## config.mk

```make
export PLATFORM = sky130hd
export DESIGN_NAME = fetchUnit
export DESIGN_NICKNAME = d
export VERILOG_FILES = /design/src/hdl/fetchPkg.sv /design/src/hdl/fetchUnit.sv
export SDC_FILE = /design/constraint.sdc
export NUM_CORES = 1
export LEC_CHECK = 0
export BUFFER_PORTS_ARGS = -buffer_cell sky130_fd_sc_hd__buf_2
export CORE_AREA = 3 3 89 91
export CTS_CLUSTER_DIAMETER = 40
export DETAILED_ROUTE_END_ITERATION = 7
export DIE_AREA = 0 0 92 94
export SLEW_MARGIN = 20
export SYNTH_ARGS = -nofsm -noshare
export SYNTH_HDL_FRONTEND = slang
export SYNTH_SLANG_ARGS = --single-unit
```

## constraint.sdc

```tcl
create_clock -name clock -period 4.75 [get_ports clock]
set_input_delay 0.7125 -clock clock [delete_from_list [all_inputs] [get_ports clock]]
set_output_delay 0.7125 -clock clock [all_outputs]
set_load 0.1 [all_outputs]
```

## src/hdl/fetchPkg.sv

```systemverilog
package fetchPkg;

	// memory response status
	typedef enum logic [1:0]
	{
		okReady = 2'd0,	// idle, takes a request
		okHold = 2'd1,	// request in progress
		okDone = 2'd2	// data valid this cycle
	} memOk;

	// cache memory operation
	typedef enum logic [4:0]
	{
		opmReady = 5'h00,	// no request
		opmReadTile = 5'h01	// one 128-bit tile
	} memOpm;

	localparam int pcWidth = 32;
	localparam int tileBits = 128;
	localparam int windowBits = 64;

	// cache geometry, per bank
	localparam int lineCount = 64;
	localparam int indexBits = $clog2(lineCount);
	localparam int tileAddrBits = pcWidth - 4;	// pc bits above the tile offset
	localparam int tagBits = tileAddrBits - indexBits;

	// backing store, 64 KiB
	localparam int tileWords = 4096;
	localparam int tileIndexBits = $clog2(tileWords);

	localparam int tileLatency = 3;	// okHold cycles before okDone
	localparam int holdCountBits = $clog2(tileLatency);

endpackage

```

## src/hdl/fetchUnit.sv

```systemverilog
module fetchUnit import fetchPkg::*;
(
	input logic clock,
	input logic reset,
	input logic redirect,
	input logic [pcWidth-1:0] redirectPc,
	input logic windowValid,
	input logic [1:0] step,
	output logic [pcWidth-1:0] lookupPc,
	output logic [pcWidth-1:0] fetchPc,
	output logic fetchValid
);

	logic started;	// first redirect seen

	assign fetchValid = windowValid && started;

	// next address for the cache
	always_comb
	begin
		if (redirect)
			lookupPc = redirectPc;
		else if (fetchValid)
			lookupPc = fetchPc + pcWidth'({step, 1'b0});	// step in halfwords
		else
			lookupPc = fetchPc;	// hold on miss
	end

	always_ff @(posedge clock)
	begin
		if (reset)
		begin
			fetchPc <= '0;
			started <= 1'b0;
		end
		else
		begin
			fetchPc <= lookupPc;
			if (redirect)
				started <= 1'b1;
		end
	end

	assert property (@(posedge clock) disable iff (reset)
		windowValid |-> step != 2'd0);

endmodule

```

### Yosys cells after proc, flatten, opt, wreduce, memory -nomap -nowiden

Index checks and enable logic that the tools add are counted.

| operators by class | value |
|---|---|
| add/subtract/negate cells | 1 |
| multiplexer cells | 2 |
| reduce and logical (&&, ||, !) cells | 1 |

Operator list:

| operator | number |
|---|---|
| $mux W32 | 2 |
| $add A32 B3 Y32 | 1 |
| $logic_and A1 B1 Y1 | 1 |

| word-level totals | value |
|---|---|
| input port bits | 38 |
| word-level logic and storage cells | 6 |
| register bits after elaboration | 33 |
| output and inout port bits | 65 |

### Longest topological paths before layout

Gate-level depths: netlist of the first run.

| logic depth | value |
|---|---|
| word-level depth | 3 |
| gate-level depth with buffers | 8 |
| mapped depth without buffers | 7 |

### Least setup slack after synthesis of the first run

OpenSTA, ideal clock, no wires.

| path | value |
|---|---|
| path type | reg2out |
| from | register fetchPc[1] |
| to | output lookupPc[7] |
| arrival time | 4.246 ns |
| required time | 4.038 ns |
| path buffers | 1 |
| slack | -0.209 ns |
| cell stages (with the launch flop) | 8 |
| path through | dfxtp_1 ha_1 fa_1 nand4_1 clkbuf_1 nor2_1 xnor2_1 o21ai_0 |

| between the ends | value |
|---|---|
| cells in the longest elaborated chain, start to end | 3 |

RTL lines:

| element | RTL line | source |
|---|---|---|
| from (decl) | fetchUnit.sv:10 | `output logic [pcWidth-1:0] fetchPc,` |
| from (signal assigned) | fetchUnit.sv:38 | `fetchPc <= lookupPc;` |
| $add A32 B3 Y32 | fetchUnit.sv:24 | `lookupPc = fetchPc + pcWidth'({step, 1'b0});` |
| $mux W32 | fetchUnit.sv:23 | `else if (fetchValid)` |
| $mux W32 | fetchUnit.sv:21 | `if (redirect)` |
| to (decl) | fetchUnit.sv:9 | `output logic [pcWidth-1:0] lookupPc,` |

No other way between the ends.

### Worst setup path after layout of the first run

| path | value |
|---|---|
| from | input step[1] |
| to | output lookupPc[20] |

| between the ends | value |
|---|---|
| cells in the longest elaborated chain, start to end | 3 |

RTL lines:

| element | RTL line | source |
|---|---|---|
| from (decl) | fetchUnit.sv:8 | `input logic [1:0] step,` |
| $add A32 B3 Y32 | fetchUnit.sv:24 |  |
| $mux W32 | fetchUnit.sv:23 |  |
| $mux W32 | fetchUnit.sv:21 |  |

No other way between the ends.

==> results of run 1 <==
## area by class of cell
type / count / area [sq um] / share of cell area, %
tap: 99 / 123.9 / 4.361
timing repair buffer: 105 / 533.0 / 18.77
clock buffer: 7 / 86.33 / 3.040
inverter: 8 / 30.03 / 1.057
multi-input combinational: 215 / 1406 / 49.52
sequential: 33 / 660.6 / 23.26
## metrics by stage
| stage | cell area, sq um | utilization, % |
|---|---|---|
| after floorplan | 2147 | - |
| after global placement | 2754 | 38.17 |
| after detailed placement | 2754 | 38.17 |
| after CTS | 2840 | 39.37 |
| after global routing | 2840 | 39.37 |
| final | 2840 | 39.37 |
## sequential cells by signal, indices dropped and copies added, names as in the netlist
signal   cells
fetchPc     32
started      1
## cells by family (layout without fill, tap and decap cells)
logic type	Yosys count	after routing	synth area share (%)
buffers and inverters	21	120	3.730
AO/OA/AOI/OAI	57	57	16.84
flip-flops	33	33	30.77
AND/OR/NAND/NOR	129	129	35.20
adder cells (fa/ha/maj)	3	3	2.098
XOR/XNOR	17	17	6.935
multiplexers	9	9	4.429
## worst max-delay path, cell delays in order
cell and delay [ps]:
buf_2 120, ha_1 270, a21oi_1 170, nor2_2 310, nand2_1 130, or4_1 510, nand3_1 100, buf_2 430
## cells in the final DEF, fill, tap and decap left out, drive strengths merged, types with 2 or more instances in the layout
cell / count
buf: 105
dfxtp: 33
nand2: 31
and2: 17
nor2: 17
a21oi: 15
nand3: 15
o21ai: 14
xnor2: 12
nand4: 12
nor3: 12
nor4: 10
inv: 7
o21a: 7
clkbuf: 7
a211oi: 6
and3: 5
mux2i: 5
xor2: 5
mux2: 4
nor2b: 3
a31oi: 3
a22oi: 2
a31o: 2
nor4b: 2
a211o: 2
nor3b: 2
a21o: 2
ha: 2
## power groups by stage
| stage | Clock, mW | Combinational, mW | Sequential (mW) |
|---|---|---|---|
| floorplan | 0 | 0.258 | 0.452 |
| global placement | 0 | 0.458 | 0.327 |
| detailed placement | 0 | 0.460 | 0.328 |
| CTS | 0.224 | 0.460 | 0.322 |
| global route | 0.236 | 0.476 | 0.326 |
| finish | 0.215 | 0.458 | 0.322 |
## layer usage
metal / global-route usage, % / up-vias / routed length, um
li1: - / 1174 / -
met1: 20.29 / 1073 / 3072
met2: 26.03 / 73 / 3121
met3: 3.526 / 9 / 397
met4: 3.342 / 0 / 84
met5: 0 / - / 0
## path summary, 6_finish.rpt
path | slack [ps] | end | from
worst max register to register | 2660 | fetchPc[18] | fetchPc[2]
worst min-delay path | 540 | started | started
worst min register to register | 540 | started | started
worst max-delay path | 1310 | lookupPc[20] | step[1]
==> results.json, run 1 <==
{
  "fin_crit_sh_pct": 72.45,
  "synth_warnings": 0,
  "drtIter0Drc": 74,
  "tritoncts": "built",
  "switching_power_mw": 0.5089,
  "outcome": "finished clean",
  "rows": 31,
  "hp-class": "register to register",
  "ys_seq_elements": 33,
  "slew_headroom_pct": 31.73,
  "clk_path_buf_depth": 2,
  "start_util_pct": 29.76,
  "remaining_drc_errors": 0,
  "nets": 409,
  "clock-root-buffer": "clkbuf_8",
  "max_cap_viol_count": 0,
  "pwr-share-seq_pct": 32.4,
  "dr.pass1.iters": 4,
  "io_pins": 103,
  "finalPower_mw": 0.9953,
  "slew_violations": 0,
  "die_w_um": 92,
  "peakVddDrop_mv": 0.1326,
  "cts.htree.levels": 2,
  "worstPathArrival_ps": 2730,
  "ant_nets": 0,
  "required_ps": 4040,
  "finalWorstSetupSlack_ps": 1308,
  "die_area_sq_um": 8648,
  "rsz0062_at_grt": "false",
  "powerDensity_nw_per_um2": 350.4,
  "synth_most_common_cell": "dfxtp_1",
  "path_class": "primary input to output port",
  "place.gp.congestion": 0.7679,
  "die_h_um": 94,
  "post_cts_buffers": 0,
  "synth_edf_count": 0,
  "dp.cells": 460,
  "holdBufCountCts": 0,
  "grtUsageTotal_pct": 15.49,
  "syn_area_sq_um": 2147,
  "hold_slack_ps": 542.9,
  "dp_slack_ps": 1259,
  "synth_common_cells": "33 x dfxtp_1, 31 x nand2_1, 17 x and2_1, 16 x nor2_1, 15 x a21oi_1",
  "ys_async_sr_fraction_pct": 0,
  "stdcell_count": 467,
  "crit_fanout": 7,
  "fin_setup_tns_ps": 0,
  "clk_pin_slew_ps": 70,
  "cts_resized": 0,
  "routedWlPerCell_um": 14.29,
  "setup-violations-final": 0,
  "ys_seq_area_share_pct": 30.77,
  "clock_sinks": 33,
  "synthDistinctLibCells": 47,
  "max_freq_ghz": 0.2906,
  "share_comb_of_total_power_pct": 46.0,
  "synth.avg_cell_area_sq_um": 7.982,
  "clk_latency_ps": 280,
  "grt_pass1_wl_mm": 10.75,
  "synthCells": 269,
  "synth-main-ff-cell": "dfxtp_1",
  "layout-drive-gt1-share_pct": 34.24,
  "yosys-top-cells-area": "dfxtp_1 31%, nand2_1 5.4%, and2_1 5.0%",
  "viasPerCell": 4.987,
  "overflow": 0,
  "hold_violations": 0,
  "synth_top_area_share_pct": 30.77,
  "synth_top_area_cell": "dfxtp_1",
  "fillers": 787,
  "internal_power_mw": 0.4864,
  "cts_buffers": 5,
  "grt_pass1_vias": 2198,
  "synth_nets": 310,
  "routed-via-count": 2329,
  "core_sq_um": 7214,
  "antenna_found_initial": 0,
  "totalWireLength_mm": 6.675,
  "crit_path_end_kind": "output port",
  "start_kind": "primary input",
  "clkPwrFrac_pct": 21.6,
  "syn_to_final_growth_pct": 32.28,
  "min_period_ps": 3442,
  "finalClockSkew_ps": 3.840,
  "hold_path_depth": 2,
  "swShare_pct": 51.13,
  "dp_hpwl_mm": 5.094,
  "worstRegToRegCells": 6,
  "grt_max_degree": 61,
  "io_buffers": 102,
  "leakagePower_nw": 1.298,
  "worstMarginPinSlew_ps": 1024,
  "diodes": 0
}
Power figures use the tool's default switching activity.
==> run 2, diff against run 1 <==
==> constraint.sdc (replaced) <==
create_clock -name clock -period 3.08 [get_ports clock]
set_input_delay 0.462 -clock clock [delete_from_list [all_inputs] [get_ports clock]]
set_output_delay 0.462 -clock clock [all_outputs]
set_load 0.1 [all_outputs]
==> run 2 against run 1 <==
- global-route usage increased by 0.94 points
- combinational power increased by 80%
- worst hold slack got worse by 74 ps
- critical path depth decreased by 2
- register-to-register slack got worse by 1700 ps
- cell count increased by 0.43%
- sequential share of layout area decreased by 2.9 points
- design area increased by 18%
- count of clock-buffer cells in the layout decreased by 1
- sequential power increased by 56%
- die area unchanged
==> results.json, run 2 (synthesis gave the netlist of run 1 again) <==
{
  "slowest_delay_ps": 510,
  "cts_buffers": 5,
  "grt_max_degree": 39,
  "crit_fanout": 7,
  "cts.htree.levels": 2,
  "met3WireLength_um": 350,
  "hold_violations": 0,
  "place.gp.congestion": 0.8044,
  "nets": 410,
  "cp_cell_sequence": "nand4_1, nor4_4, nand2_1, xor2_1, a21oi_4, buf_2",
  "crit_path_end_kind": "output port",
  "rsz0062_at_grt": "false",
  "finalPower_mw": 1.679,
  "fin_setup_tns_ps": 0,
  "syn_to_final_growth_pct": 56.64,
  "path_class": "register to output port",
  "tritoncts": "built",
  "wl_met2_mm": 3.411,
  "slowest_stage": "nor4_4",
  "hp-class": "primary input to register",
  "layout-drive-gt1-share_pct": 46.22,
  "viasPerCell": 5.030,
  "finalClockSkew_ps": 12.47,
  "outcome": "finished clean",
  "fin_crit_sh_pct": 95.32,
  "dr.pass1.iters": 4,
  "grtUsageTotal_pct": 16.43,
  "dp_hpwl_mm": 5.343,
  "clk_pin_slew_ps": 70,
  "max_cap_viol_count": 0,
  "largest_reg_flops": 32,
  "drtIter0Drc": 92,
  "wl_met1_mm": 3.141,
  "slew_headroom_pct": 59.25,
  "die_h_um": 94,
  "io_buffers": 102,
  "setup-violations-final": 0,
  "remaining_drc_errors": 0,
  "powerDensity_nw_per_um2": 499.3,
  "clk_path_buf_depth": 2,
  "fillers": 745,
  "overflow": 0,
  "io_pins": 103,
  "routedWlPerCell_um": 14.88,
  "max_freq_ghz": 0.3406,
  "die_area_sq_um": 8648,
  "rows": 31,
  "cts_resized": 0,
  "min_period_ps": 2936,
  "slew_violations": 0,
  "start_kind": "register",
  "antenna_found_initial": 0,
  "top_layer": "met4",
  "final_cell_mix": "84 x buf_2, 31 x nand2_1, 20 x dfxtp_2",
  "worstMarginPinSlew_ps": 610.6,
  "reg_top3": "fetchPc (32), started (1)",
  "clk_latency_ps": 290,
  "regMostFlops": "fetchPc",
  "leakagePower_nw": 1.454,
  "clock-root-buffer": "clkbuf_8",
  "required_ps": 2620,
  "peakVddDrop_mv": 0.2690,
  "holdBufCountCts": 0,
  "diodes": 0,
  "core_sq_um": 7214,
  "die_w_um": 92,
  "start_util_pct": 29.76,
  "totalWireLength_mm": 6.981,
  "routed-via-count": 2359,
  "layout_commonest_cell": "buf_2",
  "grt_pass1_vias": 2311,
  "worstPathArrival_ps": 2470,
  "grt_pass1_wl_mm": 11.42,
  "ant_nets": 0,
  "post_cts_buffers": 0,
  "clock_sinks": 33
}
[run 2: changes by cell type in the layout (fill, tap and decap cells not counted), moves of 7 or more]
cell     change
o21ai_1      -7
dfxtp_1     -20
buf_12      +19
a21oi_1      -8
buf_2       -18
a21oi_4      +7
o21ai_4      +7
dfxtp_2     +20
[run 2: final timing paths]
check,startpoint,endpoint,slack (ps),cells after the start
setup / recovery,fetchPc[18],lookupPc[22],140,6
hold / removal,redirectPc[25],fetchPc[25],470,3
setup reg to reg,fetchPc[1],fetchPc[27],970,7
hold reg to reg,started,started,550,2
[run 2: cell type report]
type                       instances  area, sq um  share of cell area (%)
clock inverter                     2        13.76                  0.4092
multi-input combinational        215         1604                   47.69
timing repair buffer             106        823.3                   24.48
inverter                           8        30.03                  0.8929
clock buffer                       6        82.58                   2.455
tap                               99        123.9                   3.683
sequential                        33        685.7                   20.39
[run 2: layer usage]
| metal | global-route usage, % | vias to the layer above |
|---|---|---|
| met5 | 0 | - |
| met4 | 4.332 | 0 |
| met3 | 3.686 | 6 |
| met2 | 28.35 | 68 |
| met1 | 20.65 | 1099 |
| li1 | - | 1186 |
[run 2: worst max-delay path, delay by kind of cell (launching register included)]
family | cells | cell delay [ps]
flops | 1 | 390
buf+inv | 1 | 430
compound gates | 1 | 150
xor+xnor | 1 | 210
simple gates | 3 | 1000
[run 2: metrics by stage]
step / utilization [%] / setup WS [ps] / hold WS [ps] / cell area, sq um / std cells
floorplan: - / 17.17 / 507.7 / 2366 / 269
global placement: 45.23 / 148.9 / 527.8 / 3263 / 461
detailed placement: 45.23 / 52.72 / 534.0 / 3263 / 461
CTS: 46.57 / 7.151 / 465.0 / 3359 / 469
global route: 46.62 / 19.69 / 486.9 / 3363 / 469
finish: 46.62 / 144.1 / 469.0 / 3363 / 469
[run 2: power by group]
part / switching [mW] / total, mW / leakage, nW / internal, mW
Clock: 0.174 / 0.355 / 0.0512 / 0.181
Sequential: 0.0413 / 0.501 / 0.280 / 0.459
Combinational: 0.625 / 0.824 / 1.12 / 0.199
Total: 0.840 / 1.68 / 1.45 / 0.840
==> run 3, diff against run 2 <==
--- a/config.mk
+++ b/config.mk
@@ -5,11 +5,12 @@
 export SDC_FILE = /design/constraint.sdc
 export NUM_CORES = 1
 export LEC_CHECK = 0
+export ABC_AREA = 1
 export BUFFER_PORTS_ARGS = -buffer_cell sky130_fd_sc_hd__buf_2
-export CORE_AREA = 3 3 89 91
+export CORE_AREA = 3 3 91 93
 export CTS_CLUSTER_DIAMETER = 40
 export DETAILED_ROUTE_END_ITERATION = 7
-export DIE_AREA = 0 0 92 94
+export DIE_AREA = 0 0 94 96
 export SLEW_MARGIN = 20
 export SYNTH_ARGS = -nofsm -noshare
 export SYNTH_HDL_FRONTEND = slang
==> run 3 against run 2 <==
- largest power group unchanged
- design area rose by 0.82%
- flip-flop and latch count did not move
- first-iteration DRC count fell by 23%
- setup slack improved by 200 ps
- combinational power fell by 8.5%
- clock skew fell by 8.3 ps
- cell count rose by 19%
- routed wire length fell by 3.1%
- non-clock buffer count fell by 2
- maximum frequency rose by 7.5%
==> results.json, run 3 <==
{
  "slowest_delay_ps": 420,
  "diodes": 0,
  "crit_buf_inv": 1,
  "overflow": 0,
  "slew_violations": 0,
  "grt_max_degree": 34,
  "remaining_drc_errors": 0,
  "tritoncts": "built",
  "cts_buffers": 5,
  "multiInputGateArea_sq_um": 1380,
  "crit_family": "simple AND/OR/NAND/NOR gates",
  "worstPathArrival_ps": 2270,
  "io_buffers": 102,
  "r2r_start": "fetchPc[1]",
  "fin_crit_sh_pct": 88.68,
  "max_freq_ghz": 0.3661,
  "slew_headroom_pct": 55.87,
  "synthDistinctLibCells": 33,
  "slowest_stage": "buf_2",
  "layout_commonest_cell": "nand2_1",
  "clk_pin_slew_ps": 70,
  "synth_top_area_cell": "dfxtp_1",
  "core_sq_um": 7607,
  "syn_area_sq_um": 2227,
  "synth_warnings": 0,
  "ys_async_sr_fraction_pct": 0,
  "yosys-top-cells-area": "dfxtp_1 30%, nand2_1 19%, nand3_1 10%",
  "holdBufCountCts": 0,
  "synth_most_common_cell": "nand2_1",
  "synthCells": 352,
  "reg2reg_slack_ps": 1210,
  "totalWireLength_mm": 6.768,
  "hp-start": "redirectPc[21]",
  "start_util_pct": 29.28,
  "ys_seq_elements": 33,
  "rsz0062_at_grt": "false",
  "dr.pass1.iters": 4,
  "post_cts_buffers": 0,
  "start_kind": "register",
  "finalClockSkew_ps": 4.123,
  "grt_pass1_wl_mm": 11.23,
  "worstMarginPinSlew_ps": 661.9,
  "stdcell_count": 556,
  "path_class": "register to output port",
  "cts_resized": 0,
  "viasPerCell": 4.538,
  "nets": 494,
  "grtUsageTotal_pct": 15.62,
  "largest_reg_flops": 32,
  "leakagePower_nw": 1.712,
  "min_period_ps": 2731,
  "max_cap_viol_count": 0,
  "synth-main-ff-cell": "dfxtp_1",
  "die_area_sq_um": 9024,
  "dp_hpwl_mm": 5.350,
  "crit_fanout": 4,
  "regMostFlops": "fetchPc",
  "outcome": "finished clean",
  "grt_pass1_vias": 2410,
  "cts.htree.levels": 2,
  "setup-violations-final": 0,
  "rows": 32,
  "powerDensity_nw_per_um2": 473.8,
  "cpMostUsedCell": "nand2_1",
  "fillers": 794,
  "worstRegToRegCells": 9,
  "die_w_um": 94,
  "cp_cell_sequence": "ha_1, fa_1, nand3_2, nor2_4, nand2_1, xor2_1, or2_1, nand2_1, buf_2",
  "routedWlPerCell_um": 12.17,
  "final_cell_mix": "111 x nand2_1, 72 x buf_2, 45 x nand3_1",
  "min_delay_worst_endpoint": "fetchPc[21]",
  "synth_common_cells": "111 x nand2_1, 45 x nand3_1, 36 x inv_1, 33 x dfxtp_1, 32 x nor2_1",
  "clk_latency_ps": 290,
  "clock_sinks": 33,
  "hp-class": "primary input to register",
  "synth_edf_count": 0,
  "dp.cells": 548,
  "synth.avg_cell_area_sq_um": 6.327,
  "die_h_um": 96,
  "io_pins": 103,
  "synth_top_area_share_pct": 29.66,
  "hold_slack_ps": 418.6,
  "clock-root-buffer": "clkbuf_8",
  "crit_path_end_kind": "output port",
  "ant_nets": 0,
  "place.gp.congestion": 0.8203,
  "routed-via-count": 2523,
  "peakVddDrop_mv": 0.1911,
  "fin_setup_tns_ps": 0,
  "required_ps": 2620,
  "drtIter0Drc": 71,
  "clk_path_buf_depth": 2,
  "hold_path_depth": 3,
  "regArea_sq_um": 663.1,
  "antenna_found_initial": 0,
  "r2r_end": "fetchPc[9]",
  "hold_violations": 0,
  "syn_to_final_growth_pct": 52.25,
  "synth_nets": 393,
  "layout-drive-gt1-share_pct": 32.16,
  "ys_seq_area_share_pct": 29.66,
  "reg_top3": "fetchPc (32), started (1)"
}
[run 3: cell type report]
class / count / area share, %
timing repair buffer: 104 / 28.78
clock inverter: 1 / 0.1476
multi-input combinational: 271 / 40.70
clock buffer: 7 / 2.841
sequential: 33 / 19.56
tap: 102 / 3.764
inverter: 38 / 4.207
[run 3: logic make-up (layout without fill, tap and decap cells)]
kind of cell	count (synthesis)	after routing	share of synthesized area, %
AND/OR/NAND/NOR	225	225	47.75
buffers and inverters	48	150	8.652
AO/OA/AOI/OAI	38	38	9.944
flip-flops	33	33	29.66
XOR/XNOR	5	5	1.966
adder cells (fa/ha/maj)	3	3	2.022
[run 3: worst max-delay path by stage]
stage                      from           end  slack [ps]  depth (start not counted)
floorplan           windowValid   lookupPc[1]          20                          4
global placement        step[0]   lookupPc[7]         400                         10
detailed placement      step[0]   lookupPc[7]         380                         10
global route         fetchPc[1]  lookupPc[19]         210                         10
CTS                  fetchPc[1]   lookupPc[7]         320                          9
finish               fetchPc[1]   lookupPc[7]         350                          9
[run 3: power breakdown]
group | switching [mW] | internal [mW] | total (mW)
combinational | 0.557 | 0.196 | 0.754
clock | 0.164 | 0.202 | 0.366
sequential | 0.0338 | 0.453 | 0.487
[run 3: layer usage]
metal	wire, um	global-route usage [%]	up-vias
met1	3039	19.08	1115
li1	-	-	1333
met2	3199	26.73	68
met4	72	4.693	0
met3	457	4.378	7
met5	0	0	-
[run 3: worst register-to-register path, stage by stage, from the launching register on]
cell	delay (ps)
dfxtp_2	330
ha_1	210
fa_1	420
nand3_2	130
nor2_4	60
nand2_1	80
inv_1	70
or2_2	270
nand3_1	90
a21oi_1	70
[run 3: through the flow]
step                power, mW  instance area, sq um  utilization, %  worst slack, ps
finish                  1.607                  3391           44.57            348.7
detailed placement      1.255                  3289           43.24            384.0
global route            1.680                  3391           44.57            208.3
floorplan               1.027                  2236               -            17.49
global placement        1.251                  3289           43.24            398.1
CTS                     1.630                  3391           44.57            320.7
